==> config.mk <==
export PLATFORM = sky130hd
export DESIGN_NAME = glb_tile
export DESIGN_NICKNAME = d
export VERILOG_FILES = /design/src/glb_cfg_pkg.sv /design/src/glb_packet_pkg.sv /design/src/glb_bank.sv /design/src/glb_tile.sv
export SDC_FILE = /design/constraint.sdc
export NUM_CORES = 2
export LEC_CHECK = 0
export ABC_AREA = 0
export BUFFER_PORTS_ARGS = -buffer_cell sky130_fd_sc_hd__buf_2
export CAP_MARGIN = 15
export CORE_MARGIN = 3
export CORE_UTILIZATION = 40
export DETAILED_ROUTE_END_ITERATION = 6
export HOLD_SLACK_MARGIN = 0.03
export PLACE_DENSITY = 0.58
export RECOVER_POWER = 100
export SYNTH_ARGS = -nofsm -noshare
export SYNTH_HDL_FRONTEND = slang
export SYNTH_SLANG_ARGS = --single-unit
==> constraint.sdc <==
create_clock -name clk -period 9.8 [get_ports clk]
set_input_delay 0.49 -clock clk [delete_from_list [all_inputs] [get_ports clk]]
set_output_delay 0.49 -clock clk [all_outputs]
set_load 0.005 [all_outputs]
==> src/glb_cfg_pkg.sv <==
`default_nettype none

package glb_cfg_pkg;

    // word and strobe geometry
    localparam int BANK_DATA_WIDTH = 64;
    localparam int BANK_STRB_WIDTH = BANK_DATA_WIDTH / 8;
    localparam int BYTE_OFFSET_WIDTH = $clog2(BANK_STRB_WIDTH);

    // 64 words per bank
    localparam int BANK_WORD_ADDR_WIDTH = 6;

    // tile select sits above the word index
    localparam int TILE_SEL_WIDTH = 3;
    localparam int TILE_SEL_LSB = BYTE_OFFSET_WIDTH + BANK_WORD_ADDR_WIDTH;
    localparam int MAX_NUM_TILES = 2 ** TILE_SEL_WIDTH;
    localparam int DEFAULT_NUM_TILES = 4;

    localparam int GLB_ADDR_WIDTH = TILE_SEL_LSB + TILE_SEL_WIDTH;

endpackage

`default_nettype wire

==> src/glb_packet_pkg.sv <==
`default_nettype none

package glb_packet_pkg;

    import glb_cfg_pkg::*;

    typedef logic [GLB_ADDR_WIDTH-1:0] glb_addr_t;
    typedef logic [BANK_DATA_WIDTH-1:0] glb_data_t;
    typedef logic [BANK_STRB_WIDTH-1:0] glb_strb_t;

    // processor write, one pulse per word
    typedef struct packed {
        logic      wr_en;
        glb_strb_t wr_strb;
        glb_addr_t wr_addr;
        glb_data_t wr_data;
    } wr_packet_t;

    // read request
    typedef struct packed {
        logic      rd_en;
        glb_addr_t rd_addr;
    } rdrq_packet_t;

    // west to east request lane
    typedef struct packed {
        wr_packet_t   wr;
        rdrq_packet_t rdrq;
    } req_packet_t;

    // west to east response lane
    typedef struct packed {
        logic      rd_data_valid;
        glb_data_t rd_data;
    } rsp_packet_t;

endpackage

`default_nettype wire

==> src/glb_bank.sv <==
`timescale 1ns/1ps
`default_nettype none

module glb_bank
    import glb_cfg_pkg::*;
    import glb_packet_pkg::*;
(
    input  logic                            clk,
    input  logic                            arst_n,
    input  logic                            wr_en,
    input  glb_strb_t                       wr_strb,
    input  logic [BANK_WORD_ADDR_WIDTH-1:0] wr_word_addr,
    input  glb_data_t                       wr_data,
    input  logic                            rd_en,
    input  logic [BANK_WORD_ADDR_WIDTH-1:0] rd_word_addr,
    output glb_data_t                       rd_data,
    output logic                            rd_data_valid
);

    localparam int NUM_WORDS = 2 ** BANK_WORD_ADDR_WIDTH;

    glb_data_t mem [NUM_WORDS];

    // byte-strobe write, read returns the old word on a collision
    always_ff @(posedge clk) begin
        if (wr_en) begin
            for (int b = 0; b < BANK_STRB_WIDTH; b++) begin
                if (wr_strb[b]) begin
                    mem[wr_word_addr][b*8 +: 8] <= wr_data[b*8 +: 8];
                end
            end
        end
        if (rd_en) begin
            rd_data <= mem[rd_word_addr];
        end
    end

    always_ff @(posedge clk or negedge arst_n) begin
        if (!arst_n) begin
            rd_data_valid <= 1'b0;
        end else begin
            rd_data_valid <= rd_en;
        end
    end

endmodule

`default_nettype wire

==> src/glb_tile.sv <==
`timescale 1ns/1ps
`default_nettype none

module glb_tile
    import glb_cfg_pkg::*;
    import glb_packet_pkg::*;
#(
    parameter int TILE_ID = 0
) (
    input  logic        clk,
    input  logic        arst_n,
    input  req_packet_t req_in,
    output req_packet_t req_out,
    input  rsp_packet_t rsp_in,
    output rsp_packet_t rsp_out
);

    localparam logic [TILE_SEL_WIDTH-1:0] TILE_SEL = TILE_ID[TILE_SEL_WIDTH-1:0];

    logic      wr_en_q;
    logic      rd_en_q;
    glb_strb_t wr_strb_q;
    glb_addr_t wr_addr_q;
    glb_data_t wr_data_q;
    glb_addr_t rd_addr_q;

    logic      bank_wr_en;
    logic      bank_rd_en;
    glb_data_t bank_rd_data;
    logic      bank_rd_data_valid;
    glb_data_t bank_rsp_data;

    logic      rsp_valid_q;
    glb_data_t rsp_data_q;

    // request stage
    always_ff @(posedge clk or negedge arst_n) begin
        if (!arst_n) begin
            wr_en_q <= 1'b0;
            rd_en_q <= 1'b0;
        end else begin
            wr_en_q <= req_in.wr.wr_en;
            rd_en_q <= req_in.rdrq.rd_en;
        end
    end

    always_ff @(posedge clk) begin
        wr_strb_q <= req_in.wr.wr_strb;
        wr_addr_q <= req_in.wr.wr_addr;
        wr_data_q <= req_in.wr.wr_data;
        rd_addr_q <= req_in.rdrq.rd_addr;
    end

    // passes east unchanged
    assign req_out = '{
        wr:   '{wr_en: wr_en_q, wr_strb: wr_strb_q, wr_addr: wr_addr_q, wr_data: wr_data_q},
        rdrq: '{rd_en: rd_en_q, rd_addr: rd_addr_q}
    };

    // tile-id routing
    assign bank_wr_en = wr_en_q && (wr_addr_q[TILE_SEL_LSB +: TILE_SEL_WIDTH] == TILE_SEL);
    assign bank_rd_en = rd_en_q && (rd_addr_q[TILE_SEL_LSB +: TILE_SEL_WIDTH] == TILE_SEL);

    glb_bank glb_bank (
        .clk           (clk),
        .arst_n        (arst_n),
        .wr_en         (bank_wr_en),
        .wr_strb       (wr_strb_q),
        .wr_word_addr  (wr_addr_q[BYTE_OFFSET_WIDTH +: BANK_WORD_ADDR_WIDTH]),
        .wr_data       (wr_data_q),
        .rd_en         (bank_rd_en),
        .rd_word_addr  (rd_addr_q[BYTE_OFFSET_WIDTH +: BANK_WORD_ADDR_WIDTH]),
        .rd_data       (bank_rd_data),
        .rd_data_valid (bank_rd_data_valid)
    );

    // bank word only joins the lane while valid
    assign bank_rsp_data = bank_rd_data_valid ? bank_rd_data : '0;

    // fixed latency keeps at most one source valid, so OR merges safely
    always_ff @(posedge clk or negedge arst_n) begin
        if (!arst_n) begin
            rsp_valid_q <= 1'b0;
        end else begin
            rsp_valid_q <= rsp_in.rd_data_valid | bank_rd_data_valid;
        end
    end

    always_ff @(posedge clk) begin
        rsp_data_q <= rsp_in.rd_data | bank_rsp_data;
    end

    assign rsp_out = '{rd_data_valid: rsp_valid_q, rd_data: rsp_data_q};

endmodule

`default_nettype wire

==> results.md <==
- Number of global-route vias before repair: 82800
- PortBufs: 327
- Top Usage Layer GRT: met2
- R2R depth: 3
- Final net count: 8466
- DRC errors left: 0
- Filler cell count: 33600
- Clk_skew: 0.0646 ns
- TritonCTS clock tree: yes
- Slew Viols, Final: 4749
- Failing checks: max-capacitance violations, max-slew violations
- Final wirelength: 482000 µm
- Register area share after synthesis: 0.786
- CTS root buf: clkbuf_16
- Pin count of the biggest net entering global routing: 117
- Synth Register Bits: 4324
- Hold Path Depth: 2
- Starting Density: 0.403
- Critical Path Fanout Max: 40
- Total CTS buffers: 446
- Crit path cell chain: nor4b_1 > clkbuf_1 > clkbuf_1
- Worst EP arrival: 7.53 ns
- Global-route wire length before repair: 668000 µm
- Leakage: 58.1 nW
- # rows: 233
- Tot Pwr: 38.9 mW
- Final setup viols: 0
- Global route total overflow: 0
- XOR/XNOR Fraction of Synth Area: 0
- Register Area: 0.128 mm²
- Slowest CP cell: clkbuf_1
- Vias: 82400
- Die Area: 0.416 mm²
- Synth unique cells: 35
- Initial DRC Count: 10600
- Yosys warning count: 0
- Main combinational cell family by area after synthesis: multiplexers
- DR WL/cell: 34.1 µm
- VDD IR max: 0.000157 V
- H-tree levels: 5
- Die height: 645 µm
- Setup TNS: 0 ns
- Vias/cell: 5.84
- Worst-path clk slew: 0.06 ns
- # Post-CTS Setup Buffers: 0
- Pwr/cell area: 208 mW/mm²
- Fmax: 141 MHz
- Tcrit/Tclk final: 0.724
- Synth Area in Compound Gates: 0.0204
- RSZ-0062 raised after global routing: no
- Final Hold Viols: 0
- Global Route met2 Usage: 0.358
- Max-cap violations: 79
- Slew margin rel.: -2.26
- GR Util met1: 0.312
- Chip width: 645 µm
- Multi-input combinational cell area: 0.0329 mm²
- Worst slew pin tran: 4.88 ns
- DRT Pass-1 Iters: 6
- HPWL Detailed: 291000 µm
- Hold Buf Count CTS: 165
- Layout cell share with drive strength beyond 1: 0.241
- DRT antenna net count: 0
- Post-CTS sizing: 0
- Fin crit period: 7.09 ns
- Final std cells w/o fill: 14100
- Final GP Congestion: 0.819
- Area grow syn2layout: 14.7%
- Post-Syn Area per Cell: 21.5 µm²
- Synth Area in Adders: 0
- Initial antenna violation count: 51
- Setup crit start kind: flop
- Met3 Use GR: 0.0520
- Dpl cells: 13100
- Syn nets: 7755
- Hold Crit Class: input pin to flop
- Post-Syn Area: 0.163 mm²
- CP most frequent cell: clkbuf_1
- Outcome: finished, violations left
- Tot GR Track Use: 0.229
- Final Instance Area: 0.187 mm²
- Core area: 0.405 mm²
- Critical Path RT: 10.24 ns
- Crit-path max cell delay: 3.55 ns
- Mapped Cells: 7590
- CTS max path bufs: 4
- Setup CP Type: flop to flop
- Mux share of post-synthesis cell area: 0.149
- Worst skew pair latency: 1.01 ns
- Post-DP Area: 0.172 mm²
- Post-Synth Simple-Gate Area: 0.0305
- IO Pins: 328
- CP endpoint kind: flop
- Clock sink count: 4324
==> worst paths after layout <==
kind,from,to,slack [ns]
worst min-delay path,req_in[61],wr_data_q[48],0.12
min in group asynchronous,arst_n,rd_en_q,0.43
worst min register to register,glb_bank.rd_data[26],rsp_data_q[26],0.46
max in group asynchronous,arst_n,glb_bank.rd_data_valid,9.16
worst max-delay path,rd_addr_q[10],glb_bank.rd_data[39],2.71
worst max register to register,rd_addr_q[10],glb_bank.rd_data[39],2.71
==> power by group <==
group	leakage, nW	switching (mW)	internal, mW
clock network	6.94	7.18	9.55
registers	38.8	0.0641	20.3
logic	12.4	1.14	0.618
==> cells by family (layout without fill, tap and decap cells) <==
group / Yosys count / in the layout
other cells: 0 / 42
mux: 1156 / 1156
buf+inv: 492 / 1578
flops: 4324 / 4324
compound gates: 465 / 465
simple gates: 1153 / 1153
==> layout by cell type, fill, tap and decap left out, types with 64 or more instances in the layout <==
cell type         n
a22oi_1         128
clkinv_2         68
dlygate4sd3_1   165
nor2_1          559
clkbuf_16       453
buf_4           119
o22ai_1          84
edfxtp_1       4160
dfxtp_1         133
mux4_2         1024
buf_2           223
clkbuf_1        276
nand3_1         172
clkinv_1        105
a21o_1           64
mux2i_1         132
nand2_1         221
nand4_1          84
==> cell usage after synthesis <==
master,n,area [µm²]
edfxtp_1,4160,125000
mux4_2,1024,23100
nor2_1,563,2110
nand2_1,254,953
clkbuf_1,226,848
nand3_1,172,861
dfxtp_1,160,3200
mux2i_1,132,1320
a22oi_1,128,961
buf_2,120,601
nand4_1,84,526
o22ai_1,84,526
a21o_1,64,480
buf_4,54,405
a2bb2oi_1,42,368
a31oi_1,42,263
inv_1,42,158
buf_1,41,154
o21ai_0,40,200
o221ai_1,40,350
nor2b_1,24,150
and3_1,22,138
a211oi_1,20,150
buf_6,9,101
nand2b_1,8,50.1
nor3b_1,7,52.6
or2_2,5,31.3
and3b_1,4,35.0
dfrtp_1,4,100
or3_1,4,25.0
o21ai_1,3,15.0
a41oi_1,2,17.5
and2_1,2,12.5
nor3_1,2,10.0
nor4b_1,2,17.5
==> flip-flops by register name, indices dropped and copies added (netlist names) <==
| register | count |
|---|---|
| glb_bank.mem | 4096 |
| glb_bank.rd_data | 64 |
| rsp_data_q | 64 |
| wr_data_q | 64 |
| rd_addr_q | 12 |
| wr_addr_q | 12 |
| wr_strb_q | 8 |
| glb_bank.rd_data_valid | 1 |
| rd_en_q | 1 |
| rsp_valid_q | 1 |
| wr_en_q | 1 |
==> stage by stage <==
step / hold WS [ns] / utilization / worst slack [ns]
after CTS: 0.0642 / 0.463 / 5.32
final: 0.123 / 0.462 / 2.71
after global routing: 0.0844 / 0.462 / 2.77
after detailed placement: 0.310 / 0.424 / 5.38
after floorplan: 0.194 / - / 1.99
after global placement: 0.307 / 0.424 / 5.43
==> layer usage <==
metal	wire length [µm]	vias to the layer above
met5	439	-
met4	19700	26
met3	45900	795
met2	227000	4287
met1	189000	44200
li1	-	33100
==> worst max-delay path: cells and delay by family (launching register included) <==
family / cells / cell delay, ns
buf+inv: 2 / 5.73
flops: 1 / 0.34
simple gates: 1 / 0.32
==> area by class of cell <==
type                    instances  area share
diodes                         42    0.000562
clock inverters               273      0.0135
well taps                    5405      0.0361
clock buffers                 550      0.0627
multi-input cells            2774       0.176
inverters                      42    0.000843
flip-flops and latches       4324       0.685
repair buffers                713      0.0251
Note: power is estimated with default switching activity, not from simulation.
