===== src/glb_cfg_pkg.sv =====
`default_nettype none

package glb_cfg_pkg;

    // word and strobe geometry
    localparam int BANK_DATA_WIDTH = 64;
    localparam int BANK_STRB_WIDTH = BANK_DATA_WIDTH / 8;
    localparam int BYTE_OFFSET_WIDTH = $clog2(BANK_STRB_WIDTH);

    // 64 words per bank
    localparam int BANK_WORD_ADDR_WIDTH = 6;

    // tile select sits above the word index
    localparam int TILE_SEL_WIDTH = 3;
    localparam int TILE_SEL_LSB = BYTE_OFFSET_WIDTH + BANK_WORD_ADDR_WIDTH;
    localparam int MAX_NUM_TILES = 2 ** TILE_SEL_WIDTH;
    localparam int DEFAULT_NUM_TILES = 4;

    localparam int GLB_ADDR_WIDTH = TILE_SEL_LSB + TILE_SEL_WIDTH;

endpackage

`default_nettype wire


===== src/glb_packet_pkg.sv =====
`default_nettype none

package glb_packet_pkg;

    import glb_cfg_pkg::*;

    typedef logic [GLB_ADDR_WIDTH-1:0] glb_addr_t;
    typedef logic [BANK_DATA_WIDTH-1:0] glb_data_t;
    typedef logic [BANK_STRB_WIDTH-1:0] glb_strb_t;

    // processor write, one pulse per word
    typedef struct packed {
        logic      wr_en;
        glb_strb_t wr_strb;
        glb_addr_t wr_addr;
        glb_data_t wr_data;
    } wr_packet_t;

    // read request
    typedef struct packed {
        logic      rd_en;
        glb_addr_t rd_addr;
    } rdrq_packet_t;

    // west to east request lane
    typedef struct packed {
        wr_packet_t   wr;
        rdrq_packet_t rdrq;
    } req_packet_t;

    // west to east response lane
    typedef struct packed {
        logic      rd_data_valid;
        glb_data_t rd_data;
    } rsp_packet_t;

endpackage

`default_nettype wire


===== src/glb_proc_ctrl.sv =====
`timescale 1ns/1ps
`default_nettype none

module glb_proc_ctrl
    import glb_cfg_pkg::*;
    import glb_packet_pkg::*;
#(
    parameter int NUM_TILES = DEFAULT_NUM_TILES
) (
    input  logic        clk,
    input  logic        arst_n,

    input  logic        proc_wr_en,
    input  glb_strb_t   proc_wr_strb,
    input  glb_addr_t   proc_wr_addr,
    input  glb_data_t   proc_wr_data,
    input  logic        proc_rd_en,
    input  glb_addr_t   proc_rd_addr,
    output glb_data_t   proc_rd_data,
    output logic        proc_rd_data_valid,

    output req_packet_t req_out,
    input  rsp_packet_t rsp_in
);

    // request register plus tile stages plus last response register
    localparam int RD_DELAY = NUM_TILES + 3;
    localparam int LIMIT_WIDTH = $clog2(MAX_NUM_TILES + 1);

    logic [TILE_SEL_WIDTH-1:0] wr_tile_sel;
    logic [TILE_SEL_WIDTH-1:0] rd_tile_sel;
    logic                      wr_in_range;
    logic                      rd_in_range;

    logic      wr_en_q;
    logic      rd_en_q;
    glb_strb_t wr_strb_q;
    glb_addr_t wr_addr_q;
    glb_data_t wr_data_q;
    glb_addr_t rd_addr_q;

    logic [RD_DELAY-1:0] rd_expect_q;

    assign wr_tile_sel = proc_wr_addr[TILE_SEL_LSB +: TILE_SEL_WIDTH];
    assign rd_tile_sel = proc_rd_addr[TILE_SEL_LSB +: TILE_SEL_WIDTH];
    assign wr_in_range = LIMIT_WIDTH'(wr_tile_sel) < LIMIT_WIDTH'(NUM_TILES);
    assign rd_in_range = LIMIT_WIDTH'(rd_tile_sel) < LIMIT_WIDTH'(NUM_TILES);

    // out-of-range accesses never reach a bank
    always_ff @(posedge clk or negedge arst_n) begin
        if (!arst_n) begin
            wr_en_q <= 1'b0;
            rd_en_q <= 1'b0;
        end else begin
            wr_en_q <= proc_wr_en && wr_in_range;
            rd_en_q <= proc_rd_en && rd_in_range;
        end
    end

    always_ff @(posedge clk) begin
        wr_strb_q <= proc_wr_strb;
        wr_addr_q <= proc_wr_addr;
        wr_data_q <= proc_wr_data;
        rd_addr_q <= proc_rd_addr;
    end

    assign req_out = '{
        wr:   '{wr_en: wr_en_q, wr_strb: wr_strb_q, wr_addr: wr_addr_q, wr_data: wr_data_q},
        rdrq: '{rd_en: rd_en_q, rd_addr: rd_addr_q}
    };

    // every accepted read expects a response, in range or not
    always_ff @(posedge clk or negedge arst_n) begin
        if (!arst_n) begin
            rd_expect_q <= '0;
        end else begin
            rd_expect_q <= {rd_expect_q[RD_DELAY-2:0], proc_rd_en};
        end
    end

    always_ff @(posedge clk or negedge arst_n) begin
        if (!arst_n) begin
            proc_rd_data_valid <= 1'b0;
        end else begin
            proc_rd_data_valid <= rd_expect_q[RD_DELAY-1];
        end
    end

    // no bank answered an out-of-range read, so it returns zero
    always_ff @(posedge clk) begin
        if (rd_expect_q[RD_DELAY-1]) begin
            proc_rd_data <= rsp_in.rd_data_valid ? rsp_in.rd_data : '0;
        end
    end

endmodule

`default_nettype wire


===== config.mk =====
export PLATFORM = sky130hd
export DESIGN_NAME = glb_proc_ctrl
export DESIGN_NICKNAME = d
export VERILOG_FILES = /design/src/glb_cfg_pkg.sv /design/src/glb_packet_pkg.sv /design/src/glb_proc_ctrl.sv
export SDC_FILE = /design/constraint.sdc
export NUM_CORES = 1
export LEC_CHECK = 0
export BUFFER_PORTS_ARGS = -buffer_cell sky130_fd_sc_hd__buf_2
export CAP_MARGIN = 20
export CORE_UTILIZATION = 29
export CTS_CLUSTER_DIAMETER = 120
export DETAILED_ROUTE_END_ITERATION = 7
export PLACE_DENSITY_LB_ADDON = 0.15
export SLEW_MARGIN = 10
export SYNTH_ARGS = -nofsm -noshare
export SYNTH_HDL_FRONTEND = slang
export SYNTH_SLANG_ARGS = --single-unit

===== constraint.sdc =====
create_clock -name clk -period 5.9 [get_ports clk]
set_input_delay 0.885 -clock clk [delete_from_list [all_inputs] [get_ports clk]]
set_output_delay 0.885 -clock clk [all_outputs]
set_load 0.01 [all_outputs]

==> run summary, run 1 <==
Hold buffers post-CTS = 0
CP max stage cell = edfxtp_1
Post-synth top area cell = dfxtp_1
Total Routing Usage GR = 0.143
DRC Markers = 0
Mapped Area = 4630 um2
Die span in x = 128 um
Clock buffer depth = 2
Critical Path RT = 5.02 ns
Final Wtd Congestion = 0.714
Worst skew pair latency = 0.41 ns
Post-Syn Nets = 409
WL/cell = 14.5 um
Avg Synthesized Cell Area = 19.0 um2
Hold crit path type = input port to async pin
DR vias/cell = 3.86
Share of power burned in registers = 0.507
Crit Path Class = flip-flop to primary output
Clock Pin Slew Worst Setup and Hold Paths = 0.06 ns
Mapped Cells = 244
Switch share = 0.226
Max frequency = 545 MHz
Leakage = 3.40 nW
Synth Register Bits = 170
Slew margin rel. = 0.436
Area Growth Syn to Fin = 52.7%
Crit-path max cell delay = 0.38 ns
Synth top area cells = dfxtp_1 (41%), edfxtp_1 (41%), and2_2 (10%)
Distinct cell type count after synthesis = 7
Final nets = 748
Clk sinks = 170
Clk root buf = clkbuf_16
TNS Setup = 0 ns
Largest net degree at the start of global routing = 66
Worst slack at placement = 3.88 ns
Max cap viols = 0
# Post-CTS Setup Buffers = 0
CTS tree = built
Combinational cell fraction of total power = 0.073
Crit. End Element = primary output
WP data arrival = 0.95 ns
Sequential share of the synthesized area = 0.884
Iteration-0 DRC Markers = 71
Final Setup Violations = 0
Via count = 3118
Cts bufs inserted = 17
Floorplan row count = 45
CTS H-Tree Depth = 4
Power density cells = 363 nW/um2
Slew Limit Fails = 0
Initial antenna violation count = 0
Global route total overflow = 0
Delay-heaviest family, CP = flip-flops
Ys Warns = 0
Io pins = 328
Chip Height = 128 um
Share of post-route cells with drive strength above 1 = 0.711
Global-route wire length before repair = 16.8 mm
Slew @ Worst Pin = 0.846 ns
Share of the synthesized area in the top cell type = 0.415
Vias in the first global route = 3156
Drt total wl = 11.7 mm
Multi-input combinational cell area = 493 um2
Outcome = complete, no violations
Fillers = 1439
DPL Wire Length = 8.91 mm
Post-cts gate resize count = 0
Tcrit/Tclk final = 0.311
Final worst slack = 4.06 ns
RSZ-0062 raised after global routing = no
Clock power frac = 0.421
Setup crit start kind = flip-flop
Pint = 1.99 mW
CP bufs+invs = 1
Buffers on Ports = 327
Die footprint = 16500 um2
Initial DRT Pass Iterations = 4
Starting Density = 0.301
Register area = 4100 um2
VDD IR max = 0.198 mV
Psw = 0.580 mW
Final hold vios = 0
Crit path time final = 1.84 ns
Clock Skews = 0.00491 ns
DRT antenna net count = 0
CP Max Fanout = 1
Core box area = 15400 um2
Crit-path cells = buf_2
[cell usage in the layout, fill, tap and decap left out, drive strengths merged]
cell type	Yosys	layout
buf	2	328
dfrtp	10	10
clkbuf	6	19
edfxtp	64	64
inv	0	7
dfxtp	96	96
clkinv	0	5
diode	0	1
nor2b	2	2
bufinv	0	1
and2	64	64
[final timing paths]
check / startpoint / endpoint / slack, ns / cells past startpoint
hold / removal: arst_n / proc_rd_data_valid / 0.32 / 1
setup reg to reg: rd_expect_q[6] / proc_rd_data[21] / 4.51 / 1
hold reg to reg: rd_expect_q[3] / rd_expect_q[4] / 0.35 / 0
setup / recovery: proc_rd_data[0] / proc_rd_data[0] / 4.06 / 1
min in group clk: rd_expect_q[3] / rd_expect_q[4] / 0.35 / 0
max in group asynchronous: arst_n / rd_expect_q[6] / 5.35 / 1
[flip-flops by register name, summed over array words and instances (netlist names)]
register,cells
wr_addr_q,12
proc_rd_data_valid,1
wr_en_q,1
rd_en_q,1
rd_addr_q,12
proc_rd_data,64
wr_data_q,64
wr_strb_q,8
rd_expect_q,7
[layout make-up]
class                      count  area share
sequential                   170       0.579
timing repair buffer         328       0.232
multi-input combinational     66      0.0697
clock buffer                  19      0.0626
tap                          211      0.0373
clock inverter                13      0.0187
antenna                        1    0.000354
[synthesized netlist by cell type]
library cell,instances
and2_2,64
buf_4,2
dfxtp_1,96
dfrtp_1,10
nor2b_1,2
clkbuf_2,6
edfxtp_1,64
[through the flow]
stage	util	hold WS, ns	cells	power, mW	instance area (um2)
6_report	0.460	0.325	808	2.57	7070
3_5_place_dp	0.423	0.335	775	1.52	6500
3_3_place_gp	0.423	0.337	775	1.52	6500
2_1_floorplan	-	0.331	244	1.39	4630
5_1_grt	0.460	0.315	807	2.68	7070
4_1_cts	0.460	0.315	807	2.61	7070
[logic make-up after synthesis]
| logic type | synth area share |
|---|---|
| flops | 0.884 |
| simple gates | 0.106 |
| buf+inv | 0.00972 |
[per-layer routing]
layer	up-vias	GRT usage	share of wire
met5	-	0	0
met4	0	0.0671	0.015
met3	12	0.0748	0.12
met2	192	0.254	0.54
met1	1429	0.135	0.32
li1	1485	-	-
[power by group through the flow]
stage	logic (mW)	clock network [mW]	registers, mW
after floorplan	0.0244	0	1.37
after global placement	0.190	0	1.33
after detailed placement	0.191	0	1.33
after CTS	0.192	1.12	1.30
after global routing	0.204	1.17	1.31
final	0.186	1.08	1.30
(Power assumes the default switching activity.)
==> run 2: changes to the inputs <==
==> constraint.sdc (replaced) <==
create_clock -name clk -period 1.5 [get_ports clk]
set_input_delay 0.225 -clock clk [delete_from_list [all_inputs] [get_ports clk]]
set_output_delay 0.225 -clock clk [all_outputs]
set_load 0.01 [all_outputs]
==> run summary, run 2 (same netlist as run 1, synthesis figures left out) <==
VDD IR max = 0.725 mV (+270%)
Vias in the first global route = 3655 (+16%)
WP data arrival = 0.98 ns (+0.03 ns)
Worst setup path start = proc_rd_data[40]
Hold crit path type = input port to flip-flop
Crit. End Element = primary output
RSZ-0062 raised after global routing = no
Cts bufs inserted = 17 (unchanged)
Clk sinks = 170 (unchanged)
Global route total overflow = 0 (unchanged)
Buffers on Ports = 327 (unchanged)
Crit path time final = 1.21 ns
Top Registers = proc_rd_data (64), wr_data_q (64)
Setup crit start kind = flip-flop
TNS Setup = 0 ns (unchanged)
Final nets = 847 (+13%)
Floorplan row count = 45 (unchanged)
Initial DRT Pass Iterations = 4 (unchanged)
DR vias/cell = 3.94 (+2.2%)
Crit-path cells = buf_2
Crit-path max cell delay = 0.41 ns (+0.03 ns)
Io pins = 328 (unchanged)
CTS tree = built
Worst slack at placement = 0.135 ns (-3.74 ns)
Most frequent cells in the layout = buf_2 (327), dlygate4sd3_1 (98), dfxtp_1 (96)
Largest net degree at the start of global routing = 65 (-1.5%)
Slew margin rel. = 0.453 (+0.0170)
Clk root buf = clkbuf_16
Tcrit/Tclk final = 0.805
Clock Pin Slew Worst Setup and Hold Paths = 0.06 ns (about the same)
Power density cells = 1270 nW/um2 (+250%)
Die footprint = 16500 um2 (unchanged)
WL/cell = 14.6 um (+0.83%)
CP max stage cell = edfxtp_1
Setup slack, reg-to-reg = 0.52 ns (-3.99 ns)
Area Growth Syn to Fin = 74.0%
Outcome = complete, no violations
Starting Density = 0.301 (unchanged)
Multi-input combinational cell area = 493 um2 (unchanged)
Max cap viols = 0 (unchanged)
Reg-to-Reg End = proc_rd_data[13]
# Post-CTS Setup Buffers = 0 (unchanged)
Reg2Reg Depth = 1 (unchanged)
Stages on worst setup path = 1 (unchanged)
Drt total wl = 13.3 mm (+13%)
Final Wtd Congestion = 0.705 (-1.2%)
Register area = 4100 um2 (unchanged)
Worst r2r src = rd_expect_q[6]
Critical Path Sink = proc_rd_data[40]
Iteration-0 DRC Markers = 117 (+65%)
Die span in x = 128 um (unchanged)
Final Setup Violations = 0 (unchanged)
Delay-heaviest family, CP = flip-flops
DRT antenna net count = 0 (unchanged)
Most common cell after layout, fill and taps aside = buf_2
Critical Path RT = 1.27 ns (-3.75 ns)
CTS H-Tree Depth = 4 (unchanged)
DRC Markers = 0 (unchanged)
Max frequency = 828 MHz
Worst skew pair latency = 0.42 ns (about the same)
Crit Path Class = flip-flop to primary output
Final hold vios = 0 (unchanged)
Chip Height = 128 um (unchanged)
Finished Core Util = 0.524 (+0.0640)
Global-route wire length before repair = 18.9 mm (+13%)
Via count = 3574 (+15%)
Total Routing Usage GR = 0.159 (+0.0164)
CP bufs+invs = 1 (unchanged)
Pwr Total = 10.2 mW (+300%)
Share of post-route cells with drive strength above 1 = 0.610 (-0.101)
Clock buffer depth = 2 (unchanged)
DPL Wire Length = 9.06 mm (+1.7%)
Slew Limit Fails = 0 (unchanged)
Antenna diodes = 0 (-1)
Fillers = 1319 (-8.3%)
Final worst slack = 0.293 ns (-3.77 ns)
Hold path cells = 2
Initial antenna violation count = 0 (unchanged)
Leakage = 3.81 nW (+12%)
Core box area = 15400 um2 (unchanged)
Slew @ Worst Pin = 0.820 ns (-0.0255 ns)
Clock Skews = 0.00621 ns (+0.00130 ns)
CP Max Fanout = 1 (unchanged)
-- run 2: cell count changes in the layout (fill, tap and decap cells not counted), sizes merged --
cell | before | now
dlygate4sd3 | 0 | 98
buf | 328 | 329
bufinv | 1 | 0
clkbuf | 19 | 20
clkinv | 5 | 4
diode | 1 | 0
inv | 7 | 8
-- run 2: repair_timing --
action,4_1_cts,5_1_grt
hold buffers,98,0
resized for setup,0,0
endpoints found under the hold margin,109,0
-- run 2: metal layers --
layer	track usage	vias to the layer above	wire length, um
met2	0.293	200	7230
met4	0.0865	0	363
met3	0.0599	23	1170
met5	0	-	0
li1	-	1683	-
met1	0.153	1668	4490
-- run 2: final cells by class --
type | instances | area share
Multi-Input combinational cell | 66 | 0.0612
Clock buffer | 20 | 0.0568
Timing Repair Buffer | 427 | 0.328
Tap cell | 211 | 0.0328
Sequential cell | 170 | 0.508
Clock inverter | 12 | 0.0127
-- run 2: power breakdown --
part           internal (mW)  switching [mW]  leakage, nW
combinational          0.540           0.407         1.95
sequential              5.06          0.0620         1.58
clock                   2.27            1.86        0.281
total                   7.87            2.33         3.81
-- run 2: worst min-delay path by stage --
stage / to / startpoint
global placement: wr_en_q / arst_n
detailed placement: rd_expect_q[1] / arst_n
CTS: wr_en_q / proc_wr_en
floorplan: proc_rd_data_valid / arst_n
global route: wr_en_q / proc_wr_en
finish: wr_en_q / proc_wr_en
-- run 2: through the flow --
step,hold slack (ns),instance area [um2],cells
4_1_cts,0.0105,8060,906
6_report,0.0358,8060,906
5_1_grt,0.0219,8060,906
3_5_place_dp,0.103,6520,776
2_1_floorplan,-0.0706,4630,244
3_3_place_gp,0.0954,6520,776
==> run 3: changes to the inputs <==
==> constraint.sdc (replaced) <==
create_clock -name clk -period 1 [get_ports clk]
set_input_delay 0.15 -clock clk [delete_from_list [all_inputs] [get_ports clk]]
set_output_delay 0.15 -clock clk [all_outputs]
set_load 0.01 [all_outputs]
==> run summary, run 3 (same netlist as run 1, synthesis figures left out) <==
Outcome = finished with violations
Failing checks = setup timing
DR vias/cell = 3.97 (+0.56%)
Drt total wl = 14.2 mm (+7.0%)
Iteration-0 DRC Markers = 59 (-50%)
Most common cell after layout, fill and taps aside = buf_2
DRC Markers = 0 (unchanged)
Final hold vios = 0 (unchanged)
WL/cell = 15.6 um (+6.4%)
Via count = 3614 (+1.1%)
Clk sinks = 170 (unchanged)
Pwr Total = 15.7 mW (+54%)
CP Max Fanout = 1 (unchanged)
VDD IR max = 1.18 mV (+63%)
Crit Path Class = flip-flop to primary output
# Post-CTS Setup Buffers = 0 (unchanged)
Max frequency = 899 MHz
Initial DRT Pass Iterations = 4 (unchanged)
Finished Core Util = 0.563 (+0.0383)
Total Routing Usage GR = 0.162 (+0.00255)
Most frequent cells in the layout = buf_2 (256), dlygate4sd3_1 (99), buf_6 (71)
Worst skew pair latency = 0.42 ns (about the same)
Die span in x = 128 um (unchanged)
Clock buffer depth = 2 (unchanged)
Slew Limit Fails = 0 (unchanged)
Multi-input combinational cell area = 493 um2 (unchanged)
Hold path cells = 2 (unchanged)
Global-route wire length before repair = 19.3 mm (+2.0%)
Cts bufs inserted = 17 (unchanged)
Die footprint = 16500 um2 (unchanged)
Crit-path cells = buf_2
Final worst slack = -0.112 ns (-0.405 ns)
Global route total overflow = 0 (unchanged)
Delay-heaviest family, CP = flip-flops
Final Setup Violations = 105 (+105)
Crit. End Element = primary output
Clock Pin Slew Worst Setup and Hold Paths = 0.06 ns (about the same)
Final nets = 851 (+0.47%)
Slew margin rel. = 0.821 (+0.368)
WP data arrival = 0.96 ns (-0.02 ns)
Tcrit/Tclk final = 1.11
Fillers = 1220 (-7.5%)
Clk root buf = clkbuf_16
Register area = 4180 um2 (+2.1%)
Post-DP Area = 6570 um2 (+0.77%)
Setup crit start kind = flip-flop
Initial antenna violation count = 1 (+1)
CP bufs+invs = 1 (unchanged)
RSZ-0062 raised after global routing = yes
Reg2Reg Depth = 1 (unchanged)
Buffers on Ports = 327 (unchanged)
Final instance area = 8650 um2 (+7.3%)
Vias in the first global route = 3716 (+1.7%)
Slew @ Worst Pin = 0.268 ns (-0.552 ns)
Chip Height = 128 um (unchanged)
Io pins = 328 (unchanged)
Core box area = 15400 um2 (unchanged)
DRT antenna net count = 0 (unchanged)
Largest net degree at the start of global routing = 49 (-25%)
Leakage = 3.98 nW (+4.4%)
Area Growth Syn to Fin = 86.7%
Stages on worst setup path = 1 (unchanged)
Crit-path max cell delay = 0.39 ns (-0.02 ns)
Clock Skews = 0.00644 ns (+0.000233 ns)
CTS tree = built
CTS H-Tree Depth = 4 (unchanged)
Max cap viols = 0 (unchanged)
Starting Density = 0.301 (unchanged)
Floorplan row count = 45 (unchanged)
Power density cells = 1810 nW/um2 (+43%)
Hold crit path type = input port to flip-flop
Final Wtd Congestion = 0.695 (-1.5%)
DPL Wire Length = 9.33 mm (+3.0%)
Critical Path RT = 0.85 ns (-0.42 ns)
Worst slack at placement = 0.0276 ns (-0.107 ns)
Share of post-route cells with drive strength above 1 = 0.705 (+0.0952)
CP max stage cell = edfxtp_1
Crit path time final = 1.11 ns
Top Registers = proc_rd_data (64), wr_data_q (64)
[run 3: path summary, 6_finish.rpt]
path                                       start               end  slack [ns]
worst max-delay path            proc_rd_data[56]  proc_rd_data[56]       -0.11
max in group asynchronous                 arst_n    rd_expect_q[6]        0.61
worst max register to register    rd_expect_q[6]  proc_rd_data[47]        0.03
worst min-delay path                  rsp_in[62]  proc_rd_data[62]        0.03
min in group asynchronous                 arst_n           wr_en_q        0.14
worst min register to register    rd_expect_q[2]    rd_expect_q[3]        0.35
[run 3: routing by layer]
metal	part of all wire	GRT usage	vias up
li1	-	-	1699
met1	0.34	0.163	1661
met2	0.52	0.279	222
met3	0.097	0.0636	32
met4	0.043	0.105	0
met5	0	0	-
[run 3: timing repair]
action | CTS | global route
endpoints found under the setup margin | 163 | 163
gates resized for setup | 78 | 76
hold endpoints to repair | 109 | 0
hold buffers | 99 | 0
[run 3: area by class of cell]
| type | instances | area share |
|---|---|---|
| diodes | 1 | 0.000289 |
| well taps | 211 | 0.0305 |
| flip-flops and latches | 170 | 0.483 |
| clock inverters | 13 | 0.0148 |
| repair buffers | 431 | 0.364 |
| multi-input cells | 66 | 0.0570 |
| clock buffers | 19 | 0.0501 |
[run 3: power by group]
group | switching [mW] | total (mW) | internal [mW]
Combinational | 0.631 | 1.63 | 1.00
Clock | 2.78 | 6.27 | 3.49
Sequential | 0.137 | 7.76 | 7.62
Total | 3.54 | 15.7 | 12.1
[run 3: through the flow]
stage,cells,hold WS (ns),TNS [ns]
3_5_place_dp,779,0.0479,0
6_report,911,0.0274,-5.08
3_3_place_gp,779,0.0413,0
4_1_cts,910,0.00558,-8.11
2_1_floorplan,244,-0.146,-12.00
5_1_grt,911,0.00526,-11.38
